==> src/hw/qspi_pkg.sv <==
package qspi_pkg;

	//////////////////////////////////////////////////////////////////////
	// Bank geometry

	// Channels on the shared APB bus
	localparam int unsigned N_PORTS      = 4;

	// Global address, top bits pick the channel
	localparam int unsigned APB_ADDR_W   = 12;
	localparam int unsigned LOCAL_ADDR_W = 9;
	localparam int unsigned CHAN_W       = APB_ADDR_W - LOCAL_ADDR_W;

	//////////////////////////////////////////////////////////////////////
	// Channel register map

	// Registers on 0x20 boundaries
	localparam logic [LOCAL_ADDR_W-1:0] REG_CLK_DIV      = 9'h000;
	localparam logic [LOCAL_ADDR_W-1:0] REG_DATA         = 9'h020;
	localparam logic [LOCAL_ADDR_W-1:0] REG_CS_N         = 9'h040;
	localparam logic [LOCAL_ADDR_W-1:0] REG_STATUS       = 9'h060;
	// Same busy flag as REG_STATUS
	localparam logic [LOCAL_ADDR_W-1:0] REG_STATUS_2     = 9'h080;
	localparam logic [LOCAL_ADDR_W-1:0] REG_BURST_RDLEN  = 9'h0a0;
	localparam logic [LOCAL_ADDR_W-1:0] REG_QUAD_CAP     = 9'h0c0;
	localparam logic [LOCAL_ADDR_W-1:0] REG_QBURST_RDLEN = 9'h0e0;
	// Receive window, everything from here up
	localparam logic [LOCAL_ADDR_W-1:0] REG_BURST_RXBUF  = 9'h100;

	//////////////////////////////////////////////////////////////////////
	// Reset values and burst limits

	// PCLK cycles per SCK half period out of reset
	localparam int unsigned CLKDIV_RESET = 100;

	// Longest burst in bytes, and the buffer that holds it
	localparam int unsigned BURST_MAX    = 256;
	localparam int unsigned BURST_CNT_W  = $clog2(BURST_MAX) + 1;
	localparam int unsigned RXBUF_WORDS  = 64;
	localparam int unsigned RXBUF_AW     = $clog2(RXBUF_WORDS);

endpackage

==> src/hw/apb_response_merge.sv <==
`timescale 1ns/1ps

module apb_response_merge import qspi_pkg::*; (
	input  logic                     psel,
	input  logic                     penable,
	input  logic [N_PORTS-1:0]       port_sel,
	input  logic                     decode_err,
	input  logic [N_PORTS-1:0][31:0] port_prdata,
	input  logic [N_PORTS-1:0]       port_pready,
	input  logic [N_PORTS-1:0]       port_pslverr,
	output logic [31:0]              prdata,
	output logic                     pready,
	output logic                     pslverr
);

	//////////////////////////////////////////////////////////////////////
	// AND-OR merge

	always_comb begin
		prdata  = '0;
		pready  = 1'b0;
		pslverr = 1'b0;
		for (int i = 0; i < N_PORTS; i++) begin
			prdata  = prdata  | (port_prdata[i] & {32{port_sel[i]}});
			pready  = pready  | (port_pready[i] & port_sel[i]);
			pslverr = pslverr | (port_pslverr[i] & port_sel[i]);
		end
		// No channel answers here, complete with an error
		if (psel && penable && decode_err) begin
			pready  = 1'b1;
			pslverr = 1'b1;
		end
	end

endmodule

==> config.mk <==
export PLATFORM = sky130hd
export DESIGN_NAME = apb_response_merge
export DESIGN_NICKNAME = d
export VERILOG_FILES = /design/src/hw/qspi_pkg.sv /design/src/hw/apb_response_merge.sv
export SDC_FILE = /design/constraint.sdc
export NUM_CORES = 1
export LEC_CHECK = 0
export BUFFER_PORTS_ARGS = -buffer_cell sky130_fd_sc_hd__buf_4
export CAP_MARGIN = 0
export CORE_AREA = 2 2 68 70
export DETAILED_ROUTE_END_ITERATION = 8
export DIE_AREA = 0 0 70 72
export PLACE_DENSITY_LB_ADDON = 0.05
export SYNTH_ARGS = -nofsm -noshare
export SYNTH_HDL_FRONTEND = slang
export SYNTH_SLANG_ARGS = --single-unit
==> constraint.sdc <==
create_clock -name vclk -period 2.3
set_clock_uncertainty 0.15 [all_clocks]
set_input_delay 0.46 -clock vclk [all_inputs]
set_output_delay 0.46 -clock vclk [all_outputs]
set_load 0.01 [all_outputs]
==> reports/metrics.cfg, run 1 <==
[logic_synthesis]
synth_top_area_cell=a22oi_1
synth_nets=262
ys_types=4
synthMuxAreaShare_pct=0
synthTopCellsByArea=a22oi_1 (62%), buf_6 (22%), nand2_1 (15%), nand3_1 (1.8%)
synth_area_per_cell_um2=6.94
synthSimpleGateAreaFrac_pct=16.4
synth_top_cell_area_share_pct=61.8
ys_seq_area_share_pct=0
syn_area_um2=826
synth_adder_area_share_pct=0
synth-compound-area-share_pct=61.8
yosys_warnings=0
yosys-top-cells-count=a22oi_1 (68), nand2_1 (32), buf_6 (16), nand3_1 (3)
synth_top_family_by_area=compound AO/OA/AOI/OAI gates
syn_inst=119
synth_xor_area_share_pct=0
yosys.cell_count.top_type=a22oi_1

[global_route]
track_usage_pct=17.1
grt_max_degree=35
grt_pass1_wl_um=7330
grt_overflow_total=0
grt_antenna_before_repair=0
first_global_vias=1654

[route]
dr.pass1.iters=4
initialDrtViolationCount=51
vias_per_cell=4.88
routed_wl_um=4760
via_count=1621
antenna_left=0
drc=0
wire_per_inst_um=14.3

[cells_and_area]
clock_buffers=0
fillers=465
multi_input_area_um2=646
register_area_um2=0
num_antenna_cells=0
nFlopsAndLatches=0
postLayoutCellArea_mm2=0.00204
area_growth_pct=147
fin_nets=425
layout-drive-gt1-share_pct=63.2

[die]
core.rowCount=24
start_util_pct=19.4
io_pins=177
die_w_um=70
coreArea_mm2=0.00426
die_h_um=72
dieArea_mm2=0.00504

[timing]
slew_headroom_pct=74.6
finalSetupViolCount=0
worstMarginPinSlew_ps=381
min_period_ps=1820
clock.fmax_mhz=550
rsz0062_at_grt=false
final.period_utilization_pct=79.0
maxSlewViolCount=0
final-hold-violation-count=0
fin_setup_tns_ps=0

[setup_path]
crit_required_ps=1690
cp-startpoint=port_sel[0]
crit_type=in -> out
end_kind=output port
startpoint_type=input port
cp_max_fo=34
crit_arrival_ps=1210

[worst_hold_path]
hp-start=port_prdata[54]
hold_depth=4
min_delay_worst_endpoint=prdata[22]
hold_path.class=in -> out

[place]
port_buffers=177
placed_area_mm2=0.00204
place_hpwl_um=3790
gp_congestion=0.779

[run]
cap_violations=0

[pwr]
ir_drop_mv=0.126
power_density_mw_per_mm2=206
power.leakage_uw=0.00111

[clock_tree]
cts_hold_buf=0
cts_setup_buffers=0
ctsResizeCount=0

[outcome]
status=complete, no violations

==> stage by stage <==
stage                     std cells  utilization (%)  total power, uW  hold slack [ps]  setup slack, ps
final                           332             47.8              420             1060              483
after global routing            332             47.8              461             1080              394
after CTS                       332             47.8              425             1060              470
after detailed placement        332             47.8              424             1060              472
after global placement          332             47.8              423             1060              460
after floorplan                 119                -              168              906              732
==> worst max path at each step <==
stage                     depth (start not counted)    endpoint  slack, ps
after detailed placement                          4  prdata[25]        470
after floorplan                                   4  prdata[10]        730
final                                             4  prdata[25]        480
after global routing                              4  prdata[25]        390
after CTS                                         4  prdata[25]        470
after global placement                            4  prdata[25]        460
==> area by class of cell <==
cell class / count / share of cell area, %
Timing Repair Buffer: 177 / 65.2
Multi-Input combinational cell: 103 / 31.7
Tap cell: 52 / 3.19
==> layer usage <==
metal / global-route usage (%) / share of wire [%]
met1: 19.5 / 36
met4: 0.855 / 0.40
met3: 3.19 / 10
met2: 34.4 / 53
met5: 0 / 0
==> critical path: stages <==
cell and delay [ps]:
buf_4 230, a22oi_1 270, nand2_1 90, buf_4 150
==> cell usage in the layout (no fill, tap or decap) <==
cell type	instances
buf_4	177
nand3_1	3
a22oi_1	68
nand2_1	32
==> kinds of logic (layout without fill, tap and decap cells) <==
group / Yosys count / after routing
buf+inv: 16 / 177
compound gates: 68 / 68
simple gates: 35 / 35
==> power breakdown <==
part / internal, uW / switching [uW] / total, uW
combinational: 265 / 155 / 420
clock: 0 / 0 / 0
sequential: 0 / 0 / 0
total: 265 / 155 / 420
No activity file was read; power rests on OpenSTA's default activity.
==> inputs of run 2 (changes only) <==
--- a/config.mk
+++ b/config.mk
@@ -7,9 +7,9 @@
 export LEC_CHECK = 0
 export BUFFER_PORTS_ARGS = -buffer_cell sky130_fd_sc_hd__buf_4
 export CAP_MARGIN = 0
-export CORE_AREA = 2 2 68 70
+export CORE_AREA = 2 2 69 71
 export DETAILED_ROUTE_END_ITERATION = 8
-export DIE_AREA = 0 0 70 72
+export DIE_AREA = 0 0 71 73
 export PLACE_DENSITY_LB_ADDON = 0.05
 export SYNTH_ARGS = -nofsm -noshare
 export SYNTH_HDL_FRONTEND = slang
==> constraint.sdc (replaced) <==
create_clock -name vclk -period 1.65
set_clock_uncertainty 0.15 [all_clocks]
set_input_delay 0.33 -clock vclk [all_inputs]
set_output_delay 0.33 -clock vclk [all_outputs]
set_load 0.01 [all_outputs]
==> reports/metrics.cfg, run 2 (synthesized netlist as in run 1, its figures left out) <==
[cells_and_area]
register_area_um2=0
fillers=479
fin_nets=430
multi_input_area_um2=646
area_growth_pct=159
layout_commonest_cell=buf_4
clock_buffers=0
num_antenna_cells=0
finalNonFillerCells=339
nFlopsAndLatches=0
layout-drive-gt1-share_pct=63.9
layout_common_cells=buf_4 (177), a22oi_1 (68), nand2_1 (32)

[pwr]
ir_drop_mv=0.183
power.leakage_uw=0.00115
power_density_mw_per_mm2=285

[timing]
final-hold-violation-count=0
final.period_utilization_pct=91.9
maxSlewViolCount=0
min_period_ps=1520
clock.fmax_mhz=660
finalSetupViolCount=0
slew_headroom_pct=75.2
worstMarginPinSlew_ps=372
fin_setup_tns_ps=0
rsz0062_at_grt=false

[global_route]
track_usage_pct=16.3
grt_max_degree=35
grt_overflow_total=0
first_global_vias=1535
grt_antenna_before_repair=0
grt_pass1_wl_um=7110

[route]
via_count=1618
vias_per_cell=4.77
dr.pass1.iters=4
wl_met3_um=405
antenna_left=0
drc=0
wl_met1_um=1710
initialDrtViolationCount=50
routed_wl_um=4710
top_layer=met4
wire_per_inst_um=13.9
met2_length_um=2580

[setup_path]
crit_arrival_ps=1040
end_kind=output port
crit_required_ps=1170
startpoint_type=input port
crit_type=in -> out
cp_max_fo=16

[die]
core.rowCount=25
die_h_um=73
io_pins=177
die_w_um=71
coreArea_mm2=0.00454
dieArea_mm2=0.00518
start_util_pct=18.2

[worst_hold_path]
hold_path.class=in -> out

[clock_tree]
cts_setup_buffers=0
cts_hold_buf=0
ctsResizeCount=0

[place]
port_buffers=177
place_inst=339
place_hpwl_um=3810
gp_congestion=0.723

[outcome]
status=complete, no violations

[run]
cap_violations=0

[run 2: cell count changes in the layout (fill, tap and decap cells not counted)]
cell and delta:
buf_12 +5
[run 2: per-layer routing]
layer	GRT usage, %	vias to the layer above
met2	31.7	91
met1	20.1	712
met4	0.629	0
met5	0	-
met3	2.07	2
li1	-	813
[run 2: final cells by class]
class	count	area share [%]
tap	54	3.15
timing repair buffer	182	66.7
multi-input combinational	103	30.1
[run 2: worst paths after layout]
kind / start / to / cells past startpoint
setup / recovery: port_sel[0] / pslverr / 5
hold / removal: port_prdata[46] / prdata[14] / 4
[run 2: power by group]
group	internal, uW	total (uW)	switching, uW	leakage, uW
Combinational	394	611	217	0.00115
Clock	0	0	0	0
Sequential	0	0	0	0
Total	394	611	217	0.00115
[run 2: critical path: stages]
cell and delay (ps):
buf_4 130, buf_12 140, a22oi_1 180, nand3_1 90, buf_4 150
[run 2: per-stage QoR]
step           hold WS (ps)  setup WS, ps  utilization (%)  cell area (um^2)  total power, uW
6_report                795           134             47.2              2140              611
5_1_grt                 812          56.9             47.2              2140              667
4_1_cts                 797           128             47.2              2140              618
3_5_place_dp            797           129             47.2              2140              616
3_3_place_gp            796           127             47.2              2140              615
2_1_floorplan           646           342                -               826              234
==> inputs of run 3 (changes only) <==
--- a/config.mk
+++ b/config.mk
@@ -7,9 +7,9 @@
 export LEC_CHECK = 0
 export BUFFER_PORTS_ARGS = -buffer_cell sky130_fd_sc_hd__buf_4
 export CAP_MARGIN = 0
-export CORE_AREA = 2 2 69 71
+export CORE_AREA = 2 2 68 70
 export DETAILED_ROUTE_END_ITERATION = 8
-export DIE_AREA = 0 0 71 73
+export DIE_AREA = 0 0 70 72
 export PLACE_DENSITY_LB_ADDON = 0.05
 export SYNTH_ARGS = -nofsm -noshare
 export SYNTH_HDL_FRONTEND = slang
==> constraint.sdc (replaced) <==
create_clock -name vclk -period 1.6
set_clock_uncertainty 0.15 [all_clocks]
set_input_delay 0.32 -clock vclk [all_inputs]
set_output_delay 0.32 -clock vclk [all_outputs]
set_load 0.01 [all_outputs]
==> reports/metrics.cfg, run 3 (synthesized netlist as in run 1, its figures left out) <==
[clock_tree]
cts_setup_buffers=0
cts_hold_buf=0

[pwr]
power.leakage_uw=0.00115
power_density_mw_per_mm2=297
ir_drop_mv=0.174

[setup_path]
crit_required_ps=1130
end_kind=output port
crit_type=in -> out
crit_arrival_ps=1090
cp_max_fo=13
startpoint_type=input port

[die]
die_h_um=72
start_util_pct=19.4
coreArea_mm2=0.00426
dieArea_mm2=0.00504
core.rowCount=24
io_pins=177
die_w_um=70

[timing]
slew_headroom_pct=75.2
final.period_utilization_pct=97.5
finalSetupViolCount=0
fin_ws_ps=40.3
clock.fmax_mhz=641
rsz0062_at_grt=false
min_period_ps=1560
fin_setup_tns_ps=0
final-hold-violation-count=0
maxSlewViolCount=0
worstMarginPinSlew_ps=372

[cells_and_area]
fillers=452
num_antenna_cells=0
multi_input_area_um2=651
nFlopsAndLatches=0
layout_common_cells=buf_4 (177), a22oi_1 (67), nand2_1 (32)
register_area_um2=0
clock_buffers=0
area_growth_pct=157
layout-drive-gt1-share_pct=64.1
fin_nets=429
fin_util_pct=49.8
layout_commonest_cell=buf_4

[global_route]
grt_pass1_wl_um=7700
grt_overflow_total=0
grt.met1_usage_pct=21.1
track_usage_pct=17.9
first_global_vias=1732
grt_max_degree=35
busiest_layer=met2
use_met3_pct=2.78
grt_antenna_before_repair=0
use_met2_pct=35.2

[route]
via_count=1684
dr.pass1.iters=4
initialDrtViolationCount=71
wire_per_inst_um=14.6
vias_per_cell=5.01
drc=0
antenna_left=0
routed_wl_um=4900

[place]
place_hpwl_um=3980
gp_congestion=0.777
pre_cts_ws_ps=67.2
port_buffers=177

[run]
cap_violations=0

[worst_hold_path]
hold_path.class=in -> out

[outcome]
status=complete, no violations

-- run 3: cell count changes in the layout (fill, tap and decap cells not counted) --
cell	change
a22oi_2	+1
a22oi_1	-1
buf_12	-1
-- run 3: power by group --
group	switching, uW	internal, uW
combinational	230	402
clock	0	0
sequential	0	0
-- run 3: final timing paths --
path,end,slack (ps),cells past startpoint,startpoint
min,prdata[6],780,4,port_prdata[38]
max,prdata[11],40,5,port_sel[2]
-- run 3: worst max-delay path, stage by stage --
cell     delay [ps]
buf_4           160
buf_12          150
a22oi_1         200
nand2_1          90
buf_4           150
-- run 3: routing by layer --
metal  vias up  wire [um]
li1        811          -
met1       755       1740
met2       112       2630
met3         6        469
met4         0         57
met5         -          0
-- run 3: per-stage QoR --
stage / cells / instance area, um^2 / power, uW / hold WS (ps)
global placement: 336 / 2120 / 630 / 776
global route: 336 / 2120 / 692 / 800
CTS: 336 / 2120 / 637 / 778
floorplan: 119 / 826 / 241 / 626
finish: 336 / 2120 / 632 / 776
detailed placement: 336 / 2120 / 635 / 777
-- run 3: timing repair --
action,4_1_cts,5_1_grt
resized for setup,0,1
setup endpoints to repair,0,1
endpoints found under the hold margin,0,0
-- run 3: layout make-up --
cell class                 count  area share [%]
tap                           52            3.06
timing repair buffer         181            66.3
multi-input combinational    103            30.6
