===== src/hw/qspi_pkg.sv =====
package qspi_pkg;

	//////////////////////////////////////////////////////////////////////
	// Bank geometry

	// Channels on the shared APB bus
	localparam int unsigned N_PORTS      = 4;

	// Global address, top bits pick the channel
	localparam int unsigned APB_ADDR_W   = 12;
	localparam int unsigned LOCAL_ADDR_W = 9;
	localparam int unsigned CHAN_W       = APB_ADDR_W - LOCAL_ADDR_W;

	//////////////////////////////////////////////////////////////////////
	// Channel register map

	// Registers on 0x20 boundaries
	localparam logic [LOCAL_ADDR_W-1:0] REG_CLK_DIV      = 9'h000;
	localparam logic [LOCAL_ADDR_W-1:0] REG_DATA         = 9'h020;
	localparam logic [LOCAL_ADDR_W-1:0] REG_CS_N         = 9'h040;
	localparam logic [LOCAL_ADDR_W-1:0] REG_STATUS       = 9'h060;
	// Same busy flag as REG_STATUS
	localparam logic [LOCAL_ADDR_W-1:0] REG_STATUS_2     = 9'h080;
	localparam logic [LOCAL_ADDR_W-1:0] REG_BURST_RDLEN  = 9'h0a0;
	localparam logic [LOCAL_ADDR_W-1:0] REG_QUAD_CAP     = 9'h0c0;
	localparam logic [LOCAL_ADDR_W-1:0] REG_QBURST_RDLEN = 9'h0e0;
	// Receive window, everything from here up
	localparam logic [LOCAL_ADDR_W-1:0] REG_BURST_RXBUF  = 9'h100;

	//////////////////////////////////////////////////////////////////////
	// Reset values and burst limits

	// PCLK cycles per SCK half period out of reset
	localparam int unsigned CLKDIV_RESET = 100;

	// Longest burst in bytes, and the buffer that holds it
	localparam int unsigned BURST_MAX    = 256;
	localparam int unsigned BURST_CNT_W  = $clog2(BURST_MAX) + 1;
	localparam int unsigned RXBUF_WORDS  = 64;
	localparam int unsigned RXBUF_AW     = $clog2(RXBUF_WORDS);

endpackage


===== src/hw/apb_qspi_host.sv =====
`timescale 1ns/1ps

module apb_qspi_host import qspi_pkg::*; (
	input  logic                    apb,
	input  logic                    rst_n,
	input  logic                    psel,
	input  logic                    penable,
	input  logic                    pwrite,
	input  logic [LOCAL_ADDR_W-1:0] paddr,
	input  logic [31:0]             pwdata,
	output logic [31:0]             prdata,
	output logic                    pready,
	output logic                    pslverr,
	output logic                    qspi_sck,
	output logic [3:0]              qspi_dq_out,
	input  logic [3:0]              qspi_dq_in,
	output logic [3:0]              qspi_dq_tris,
	output logic                    qspi_cs_n
);

	//////////////////////////////////////////////////////////////////////
	// Byte shifter

	// Divider minus one
	logic [15:0] clkdiv;
	logic        shift_en;
	logic        quad_shift_en;
	logic [7:0]  shift_data;
	logic        shift_done;
	logic [7:0]  rx_data;
	logic        auto_restart;

	qspi_shifter shifter_i (
		.apb          (apb),
		.rst_n        (rst_n),
		.clkdiv       (clkdiv),
		.shift_en     (shift_en),
		.quad_shift_en(quad_shift_en),
		.auto_restart (auto_restart),
		.tx_data      (shift_data),
		.shift_done   (shift_done),
		.rx_data      (rx_data),
		.qspi_sck     (qspi_sck),
		.qspi_dq_out  (qspi_dq_out),
		.qspi_dq_in   (qspi_dq_in),
		.qspi_dq_tris (qspi_dq_tris)
	);

	//////////////////////////////////////////////////////////////////////
	// Receive buffer

	logic [31:0]             burst_buf [RXBUF_WORDS];
	logic [RXBUF_AW-1:0]     burst_rptr;
	// One extra bit so a full buffer reads as done
	logic [RXBUF_AW:0]       burst_wptr;
	logic [31:0]             burst_wdata;
	logic [31:0]             burst_rdata;
	logic                    burst_wr;
	// Bytes already packed into burst_wdata
	logic [1:0]              burst_wvalid;
	logic [BURST_CNT_W-1:0]  burst_count;
	logic [BURST_CNT_W-1:0]  burst_len;
	logic                    burst_active;
	logic                    shift_busy;
	logic [7:0]              rx_data_ff;
	logic                    reading_rxbuf;
	logic                    filling;
	logic                    stall;
	logic                    busy_flag;

	assign burst_rptr    = paddr[RXBUF_AW+1:2];
	assign burst_rdata   = burst_buf[burst_rptr];
	assign reading_rxbuf = (paddr >= REG_BURST_RXBUF);
	// Still filling until the last word lands
	assign filling       = burst_active || burst_wr;
	assign busy_flag     = shift_busy || filling;
	assign auto_restart  = burst_active && (burst_count > 1);

	// Requested length, clamped
	assign burst_len = (pwdata > BURST_MAX) ? BURST_CNT_W'(BURST_MAX) :
		pwdata[BURST_CNT_W-1:0];

	// Hold the bus while the word is not there yet
	always_comb begin
		stall = 1'b0;
		if (psel && penable && !pwrite && reading_rxbuf && filling) begin
			if ({1'b0, burst_rptr} > burst_wptr)
				stall = 1'b1;
			// Same word, ok only if written this cycle
			if (({1'b0, burst_rptr} == burst_wptr) && !burst_wr)
				stall = 1'b1;
		end
	end

	assign pready = psel && penable && !stall;

	//////////////////////////////////////////////////////////////////////
	// Register decode

	always_comb begin
		prdata        = '0;
		pslverr       = 1'b0;
		shift_en      = 1'b0;
		quad_shift_en = 1'b0;
		shift_data    = '0;
		if (pready && pwrite) begin
			case (paddr)
				REG_DATA: begin
					shift_en   = 1'b1;
					shift_data = pwdata[7:0];
				end
				// Sequential only
				REG_CLK_DIV, REG_CS_N: begin
				end
				// Burst sends 0x00 and starts the first byte
				REG_BURST_RDLEN:  shift_en      = 1'b1;
				REG_QBURST_RDLEN: quad_shift_en = 1'b1;
				default:          pslverr       = 1'b1;
			endcase
		end else if (pready) begin
			if (reading_rxbuf) begin
				// Forward a word written this very cycle
				if (burst_wr && (burst_wptr == {1'b0, burst_rptr}))
					prdata = burst_wdata;
				else
					prdata = burst_rdata;
			end else begin
				case (paddr)
					REG_CLK_DIV:  prdata = {16'h0, clkdiv + 16'd1};
					REG_DATA:     prdata = {24'h0, rx_data_ff};
					REG_CS_N:     prdata = {31'h0, qspi_cs_n};
					REG_STATUS:   prdata = {31'h0, busy_flag};
					REG_STATUS_2: prdata = {31'h0, busy_flag};
					REG_QUAD_CAP: prdata = 32'h1;
					default:      pslverr = 1'b1;
				endcase
			end
		end
	end

	//////////////////////////////////////////////////////////////////////
	// Control state and burst sequencer

	always_ff @(posedge apb or negedge rst_n) begin
		if (!rst_n) begin
			qspi_cs_n    <= 1'b1;
			clkdiv       <= 16'(CLKDIV_RESET - 1);
			shift_busy   <= 1'b0;
			burst_active <= 1'b0;
			burst_count  <= '0;
			burst_wr     <= 1'b0;
			burst_wvalid <= '0;
			burst_wptr   <= '0;
			rx_data_ff   <= '0;
		end else begin
			burst_wr <= 1'b0;
			if (shift_en)
				shift_busy <= 1'b1;
			if (shift_done) begin
				shift_busy <= 1'b0;
				rx_data_ff <= rx_data;
			end
			if (burst_wr)
				burst_wptr <= burst_wptr + 1'b1;

			if (pready && pwrite) begin
				case (paddr)
					REG_CS_N:    qspi_cs_n <= pwdata[0];
					REG_CLK_DIV: clkdiv    <= pwdata[15:0] - 16'd1;
					REG_BURST_RDLEN, REG_QBURST_RDLEN: begin
						burst_active <= 1'b1;
						burst_count  <= burst_len;
						burst_wptr   <= '0;
						burst_wvalid <= '0;
					end
					default: begin
					end
				endcase
			end

			// One byte in, flush on a full word or the last byte
			if (burst_active && shift_done) begin
				burst_count  <= burst_count - 1'b1;
				burst_wvalid <= burst_wvalid + 2'd1;
				if ((burst_wvalid == 2'd3) || (burst_count <= 1))
					burst_wr <= 1'b1;
				if (burst_count <= 1)
					burst_active <= 1'b0;
			end
		end
	end

	// Little endian packing, then buffer write
	always_ff @(posedge apb) begin
		if (burst_active && shift_done) begin
			case (burst_wvalid)
				2'd0: burst_wdata        <= {24'h0, rx_data};
				2'd1: burst_wdata[15:8]  <= rx_data;
				2'd2: burst_wdata[23:16] <= rx_data;
				2'd3: burst_wdata[31:24] <= rx_data;
			endcase
		end
		if (burst_wr)
			burst_buf[burst_wptr[RXBUF_AW-1:0]] <= burst_wdata;
	end

endmodule


===== src/hw/qspi_shifter.sv =====
`timescale 1ns/1ps

module qspi_shifter (
	input  logic        apb,
	input  logic        rst_n,
	input  logic [15:0] clkdiv,
	input  logic        shift_en,
	input  logic        quad_shift_en,
	input  logic        auto_restart,
	input  logic [7:0]  tx_data,
	output logic        shift_done,
	output logic [7:0]  rx_data,
	output logic        qspi_sck,
	output logic [3:0]  qspi_dq_out,
	input  logic [3:0]  qspi_dq_in,
	output logic [3:0]  qspi_dq_tris
);

	// Byte in progress
	logic        busy;
	// Mode of the current byte, kept for restarts
	logic        quad;
	// Cycles into the current half period
	logic [15:0] div_count;
	// Half periods left after the current one
	logic [3:0]  half_left;
	logic [7:0]  tx_sr;
	logic [7:0]  rx_sr;
	logic        start;

	// New command, or back to back burst byte
	assign start = shift_en || quad_shift_en || (shift_done && auto_restart);

	//////////////////////////////////////////////////////////////////////
	// Divider and edge sequencing

	always_ff @(posedge apb or negedge rst_n) begin
		if (!rst_n) begin
			busy       <= 1'b0;
			quad       <= 1'b0;
			qspi_sck   <= 1'b0;
			div_count  <= '0;
			half_left  <= '0;
			tx_sr      <= '0;
			rx_sr      <= '0;
			shift_done <= 1'b0;
		end else begin
			shift_done <= 1'b0;
			if (start) begin
				busy      <= 1'b1;
				div_count <= '0;
				tx_sr     <= tx_data;
				// Restart keeps the latched mode
				if (shift_en || quad_shift_en)
					quad <= quad_shift_en;
				// 16 half periods single, 4 quad
				if (shift_en || (!quad_shift_en && !quad))
					half_left <= 4'd15;
				else
					half_left <= 4'd3;
			end else if (busy) begin
				if (div_count == clkdiv) begin
					div_count <= '0;
					qspi_sck  <= !qspi_sck;
					// Rising edge, sample
					if (!qspi_sck) begin
						if (quad)
							rx_sr <= {rx_sr[3:0], qspi_dq_in};
						else
							rx_sr <= {rx_sr[6:0], qspi_dq_in[1]};
					end
					// Falling edge, next bit out
					else
						tx_sr <= {tx_sr[6:0], 1'b0};
					// Last falling edge ends the byte
					if (half_left == 4'd0) begin
						busy       <= 1'b0;
						shift_done <= 1'b1;
					end else
						half_left <= half_left - 4'd1;
				end else
					div_count <= div_count + 16'd1;
			end
		end
	end

	//////////////////////////////////////////////////////////////////////
	// Pin drive

	assign rx_data = rx_sr;

	// MSB first on dq0, quad reads drive nothing
	assign qspi_dq_out  = quad ? 4'b0000 : {3'b000, tx_sr[7]};
	assign qspi_dq_tris = (busy && !quad) ? 4'b1110 : 4'b1111;

endmodule


===== config.mk =====
export PLATFORM = sky130hd
export DESIGN_NAME = apb_qspi_host
export DESIGN_NICKNAME = d
export VERILOG_FILES = /design/src/hw/qspi_pkg.sv /design/src/hw/apb_qspi_host.sv /design/src/hw/qspi_shifter.sv
export SDC_FILE = /design/constraint.sdc
export NUM_CORES = 2
export LEC_CHECK = 0
export ABC_AREA = 1
export CORE_MARGIN = 8
export CORE_UTILIZATION = 28
export CTS_CLUSTER_DIAMETER = 150
export DETAILED_ROUTE_END_ITERATION = 8
export DONT_BUFFER_PORTS = 1
export GPL_TIMING_DRIVEN = 1
export PLACE_DENSITY = 0.46
export SLEW_MARGIN = 15
export SYNTH_ARGS = -nofsm -noshare
export SYNTH_HDL_FRONTEND = slang
export SYNTH_SLANG_ARGS = --single-unit

===== constraint.sdc =====
create_clock -name apb -period 4.2 [get_ports apb]
set_input_delay 0.63 -clock apb [delete_from_list [all_inputs] [get_ports apb]]
set_output_delay 0.63 -clock apb [all_outputs]
set_load 0.02 [all_outputs]

==> impl_metrics.tcl <==
set metrics [dict create \
    rr_startpoint "burst_wptr[3]$_DFF_PN0_" \
    fp.coreArea_mm2 0.3150 \
    grt_overflow 0 \
    fin_crit_ns 4.143 \
    worstPathRequired_ns 3.57 \
    ys.flop_type "edfxtp_1" \
    cp_num_buf_inv 7 \
    crit_chain "buf_16, buf_16, inv_16, buf_12, buf_4, nand3_1, nand2_1, nand2_1, nand3_1, o21ai_1, nand3_1, nor2_1, nor2_1, buf_4, nor2_1, buf_4" \
    yosys_warnings 0 \
    clockBufferDepth 4 \
    cts-buffers-inserted 227 \
    tritoncts "yes" \
    ant_nets 0 \
    synth_cells 7558 \
    min_to "clkdiv[12]$_DFFE_PN0P_" \
    whs_ns 0.06215 \
    worst_slack_ns 0.05654 \
    critPathCaptureType "output port" \
    syn-cell-area_mm2 0.08864 \
    drive_above_1_share_pct 10.20 \
    avgSynthCellArea_um2 11.73 \
    ys_ff_latch 2166 \
    min_path_type "primary input to register" \
    gp_congestion 0.8346 \
    tns_ns 0 \
    cap_violations 0 \
    dp.cells 11610 \
    final-setup-viol-count 0 \
    slowest_stage "nand3_1" \
    worstHoldPathCells 4 \
    p_leak_nw 37.47 \
    reg2reg_depth 4 \
    routedWlPerCell_um 24.52 \
    fin_crit_sh_pct 98.65 \
    max_slew_margin_pct 28.05 \
    synth_cell_type_count 48 \
    crit_fanout 48 \
    dp_worst_setup_slack_ns -0.09573 \
    stdcell_count 12080 \
    finalHoldViolCount 0 \
    critical-path-top-delay-family "buffers and inverters" \
    ir_drop_mv 0.3203 \
    drc 0 \
    worst_pin_slew_ns 1.079 \
    cellPowerDensity_mw_per_mm2 440.1 \
    grt_antenna_before_repair 12 \
    initial_utilization_pct 28.14 \
    dp.final_hpwl_um 156600 \
    busiest_layer "met2" \
    async_reset_ff_share_pct 3.970 \
    dieWidth_um 578.6 \
    crit_path_max_incr_delay_ns 0.31 \
    skew_ns 0.04063 \
    io_buffers 0 \
    root_buffer "clkbuf_16" \
    finalPower_mw 45.55 \
    area_delta_synth_final_pct 16.79 \
    slew_violations 0 \
    grt_pass1_wl_um 409300 \
    grt_max_degree 1026 \
    clock_latency_ns 0.90 \
    globalRouteTotalUtil_pct 16.42 \
    crit_path_start_kind "primary input" \
    fmax_mhz 241.3 \
    ios 94 \
    synth-edff-count 2080 \
    path_clk_slew_ns 0.06 \
    htreeDepth 4 \
    row_count 206 \
    grt_util_met3_pct 2.667 \
    cts.sinks 2166 \
    die-area_mm2 0.3348 \
    r2r_slack_ns 1.18 \
    worstHoldStart "pwdata[12]" \
    drtPass1Iterations 5 \
    path_class "primary input to output port" \
    use_met2_pct 25.97 \
    nNetsFinal 7804 \
    dr.first_iter.drc_count 6336 \
    via_per_inst 4.947 \
    grt_pass1_vias 57130 \
    status "finished, final reports clean" \
    vias 59760 \
    wl_um 296200 \
    die_h_um 578.6 \
    r2r-end "burst_buf[32][29]$_DFFE_PP_" \
    arrival_ns 3.51 \
    ys_seq_area_share_pct 72.90 \
    met1_usage_pct 23.70 \
]
## placed cells by master, fill, tap and decap left out, drive strengths merged, types with 5 or more instances in the layout
master,instances
o21a,5
dfrtp,81
nor2,911
o21ai,742
o211ai,7
nand2,1975
edfxtp,2080
xnor2,14
ha,18
mux2i,8
nor3,32
bufinv,17
clkbuf,312
xor2,19
conb,6
o22ai,164
nor4,8
buf,355
clkinv,93
nand3,630
nand4,91
dfstp,5
dlygate4sd3,19
a21oi,129
clkinvlp,7
inv,155
or2,20
## kinds of logic (layout without fill, tap and decap cells)
kind of cell	Yosys count	count (layout)	share of synthesized area, %
AO/OA/AOI/OAI	1061	1061	6.302
multiplexers	8	8	0.09035
flip-flops	2166	2166	72.90
XOR/XNOR	33	33	0.3261
AND/OR/NAND/NOR	3669	3669	16.87
adder cells (fa/ha/maj)	18	18	0.2541
other	2	7	0.008473
buffers and inverters	601	958	3.248
## stage by stage
step           util, %  area [um2]
2_1_floorplan        -       88650
3_3_place_gp     30.26       95310
3_5_place_dp     30.26       95310
4_1_cts          32.61      102700
5_1_grt          32.87      103500
6_report         32.87      103500
## worst min-delay path, stage by stage
cell	delay, ns
inv_1	0.07
xor2_1	0.08
nand2_1	0.05
o21ai_0	0.07
## where the power goes
part | leakage [nW] | switching (mW) | internal [mW]
Sequential | 22.2 | 0.0617 | 23.3
Clock | 3.49 | 8.53 | 11.2
Combinational | 11.8 | 1.66 | 0.758
## worst max path at each step
| stage | from | end | depth (start not counted) |
|---|---|---|---|
| finish | paddr[3] | prdata[7] | 16 |
| global route | paddr[2] | prdata[7] | 18 |
| CTS | paddr[2] | prdata[1] | 13 |
| detailed placement | paddr[2] | prdata[7] | 14 |
| global placement | paddr[2] | prdata[6] | 15 |
| floorplan | burst_wptr[1]$_DFF_PN0_ | burst_buf[26][0]$_DFFE_PP_ | 3 |
## state kept, by name, indices dropped and copies added, names as in the netlist, 2 cells and up
register,count
burst_wptr,7
shifter_i.tx_sr,8
shifter_i.half_left,4
burst_buf,2048
rx_data_ff,8
clkdiv,16
shifter_i.rx_data,8
shifter_i.div_count,16
burst_wdata,32
burst_count,9
burst_wvalid,2
## layer usage
metal	part of all wire, %	wire length, um
met1	46	136200
met2	45	134700
met3	6.4	18860
met4	2.2	6526
met5	0.0034	10
## synthesized netlist by cell type, drive strengths merged, types with 4 or more instances
cell type / instances / area, um2
or2: 20 / 125.1
edfxtp: 2080 / 62460
o31ai: 4 / 30.03
dfrtp: 81 / 2027
o211ai: 7 / 52.55
dfstp: 5 / 131.4
nand3: 630 / 3158
nor3: 32 / 165.2
xnor2: 14 / 122.6
clkbuf: 181 / 679.4
inv: 152 / 575.6
nand2: 1975 / 7418
o21ai: 742 / 3717
buf: 266 / 1617
nor4: 8 / 50.05
mux2i: 8 / 80.08
ha: 18 / 225.2
nor2: 911 / 3450
o22ai: 164 / 1026
a21oi: 129 / 645.6
o21a: 5 / 37.54
nand4: 91 / 569.3
xor2: 19 / 166.4
## repair_timing
item                       4_1_cts  5_1_grt
resized for setup               11       21
cloned                           0       19
pin swaps                        0        3
setup endpoints to repair       30       34
setup buffers                    4        9
hold buffers                    20        0
hold endpoints to repair       111        0
## area by class of cell
| class | count | area, um2 |
|---|---|---|
| Antenna cell | 1 | 2.502 |
| Tap cell | 4160 | 5205 |
| Clock inverter | 118 | 1036 |
| Timing Repair Buffer | 392 | 4233 |
| Fill cell | 31380 | 211500 |
| Sequential cell | 2166 | 64630 |
| Inverter | 154 | 633.1 |
| Multi-Input combinational cell | 4795 | 21710 |
| Clock buffer | 294 | 6073 |
No activity file was read; power rests on OpenSTA's default activity.
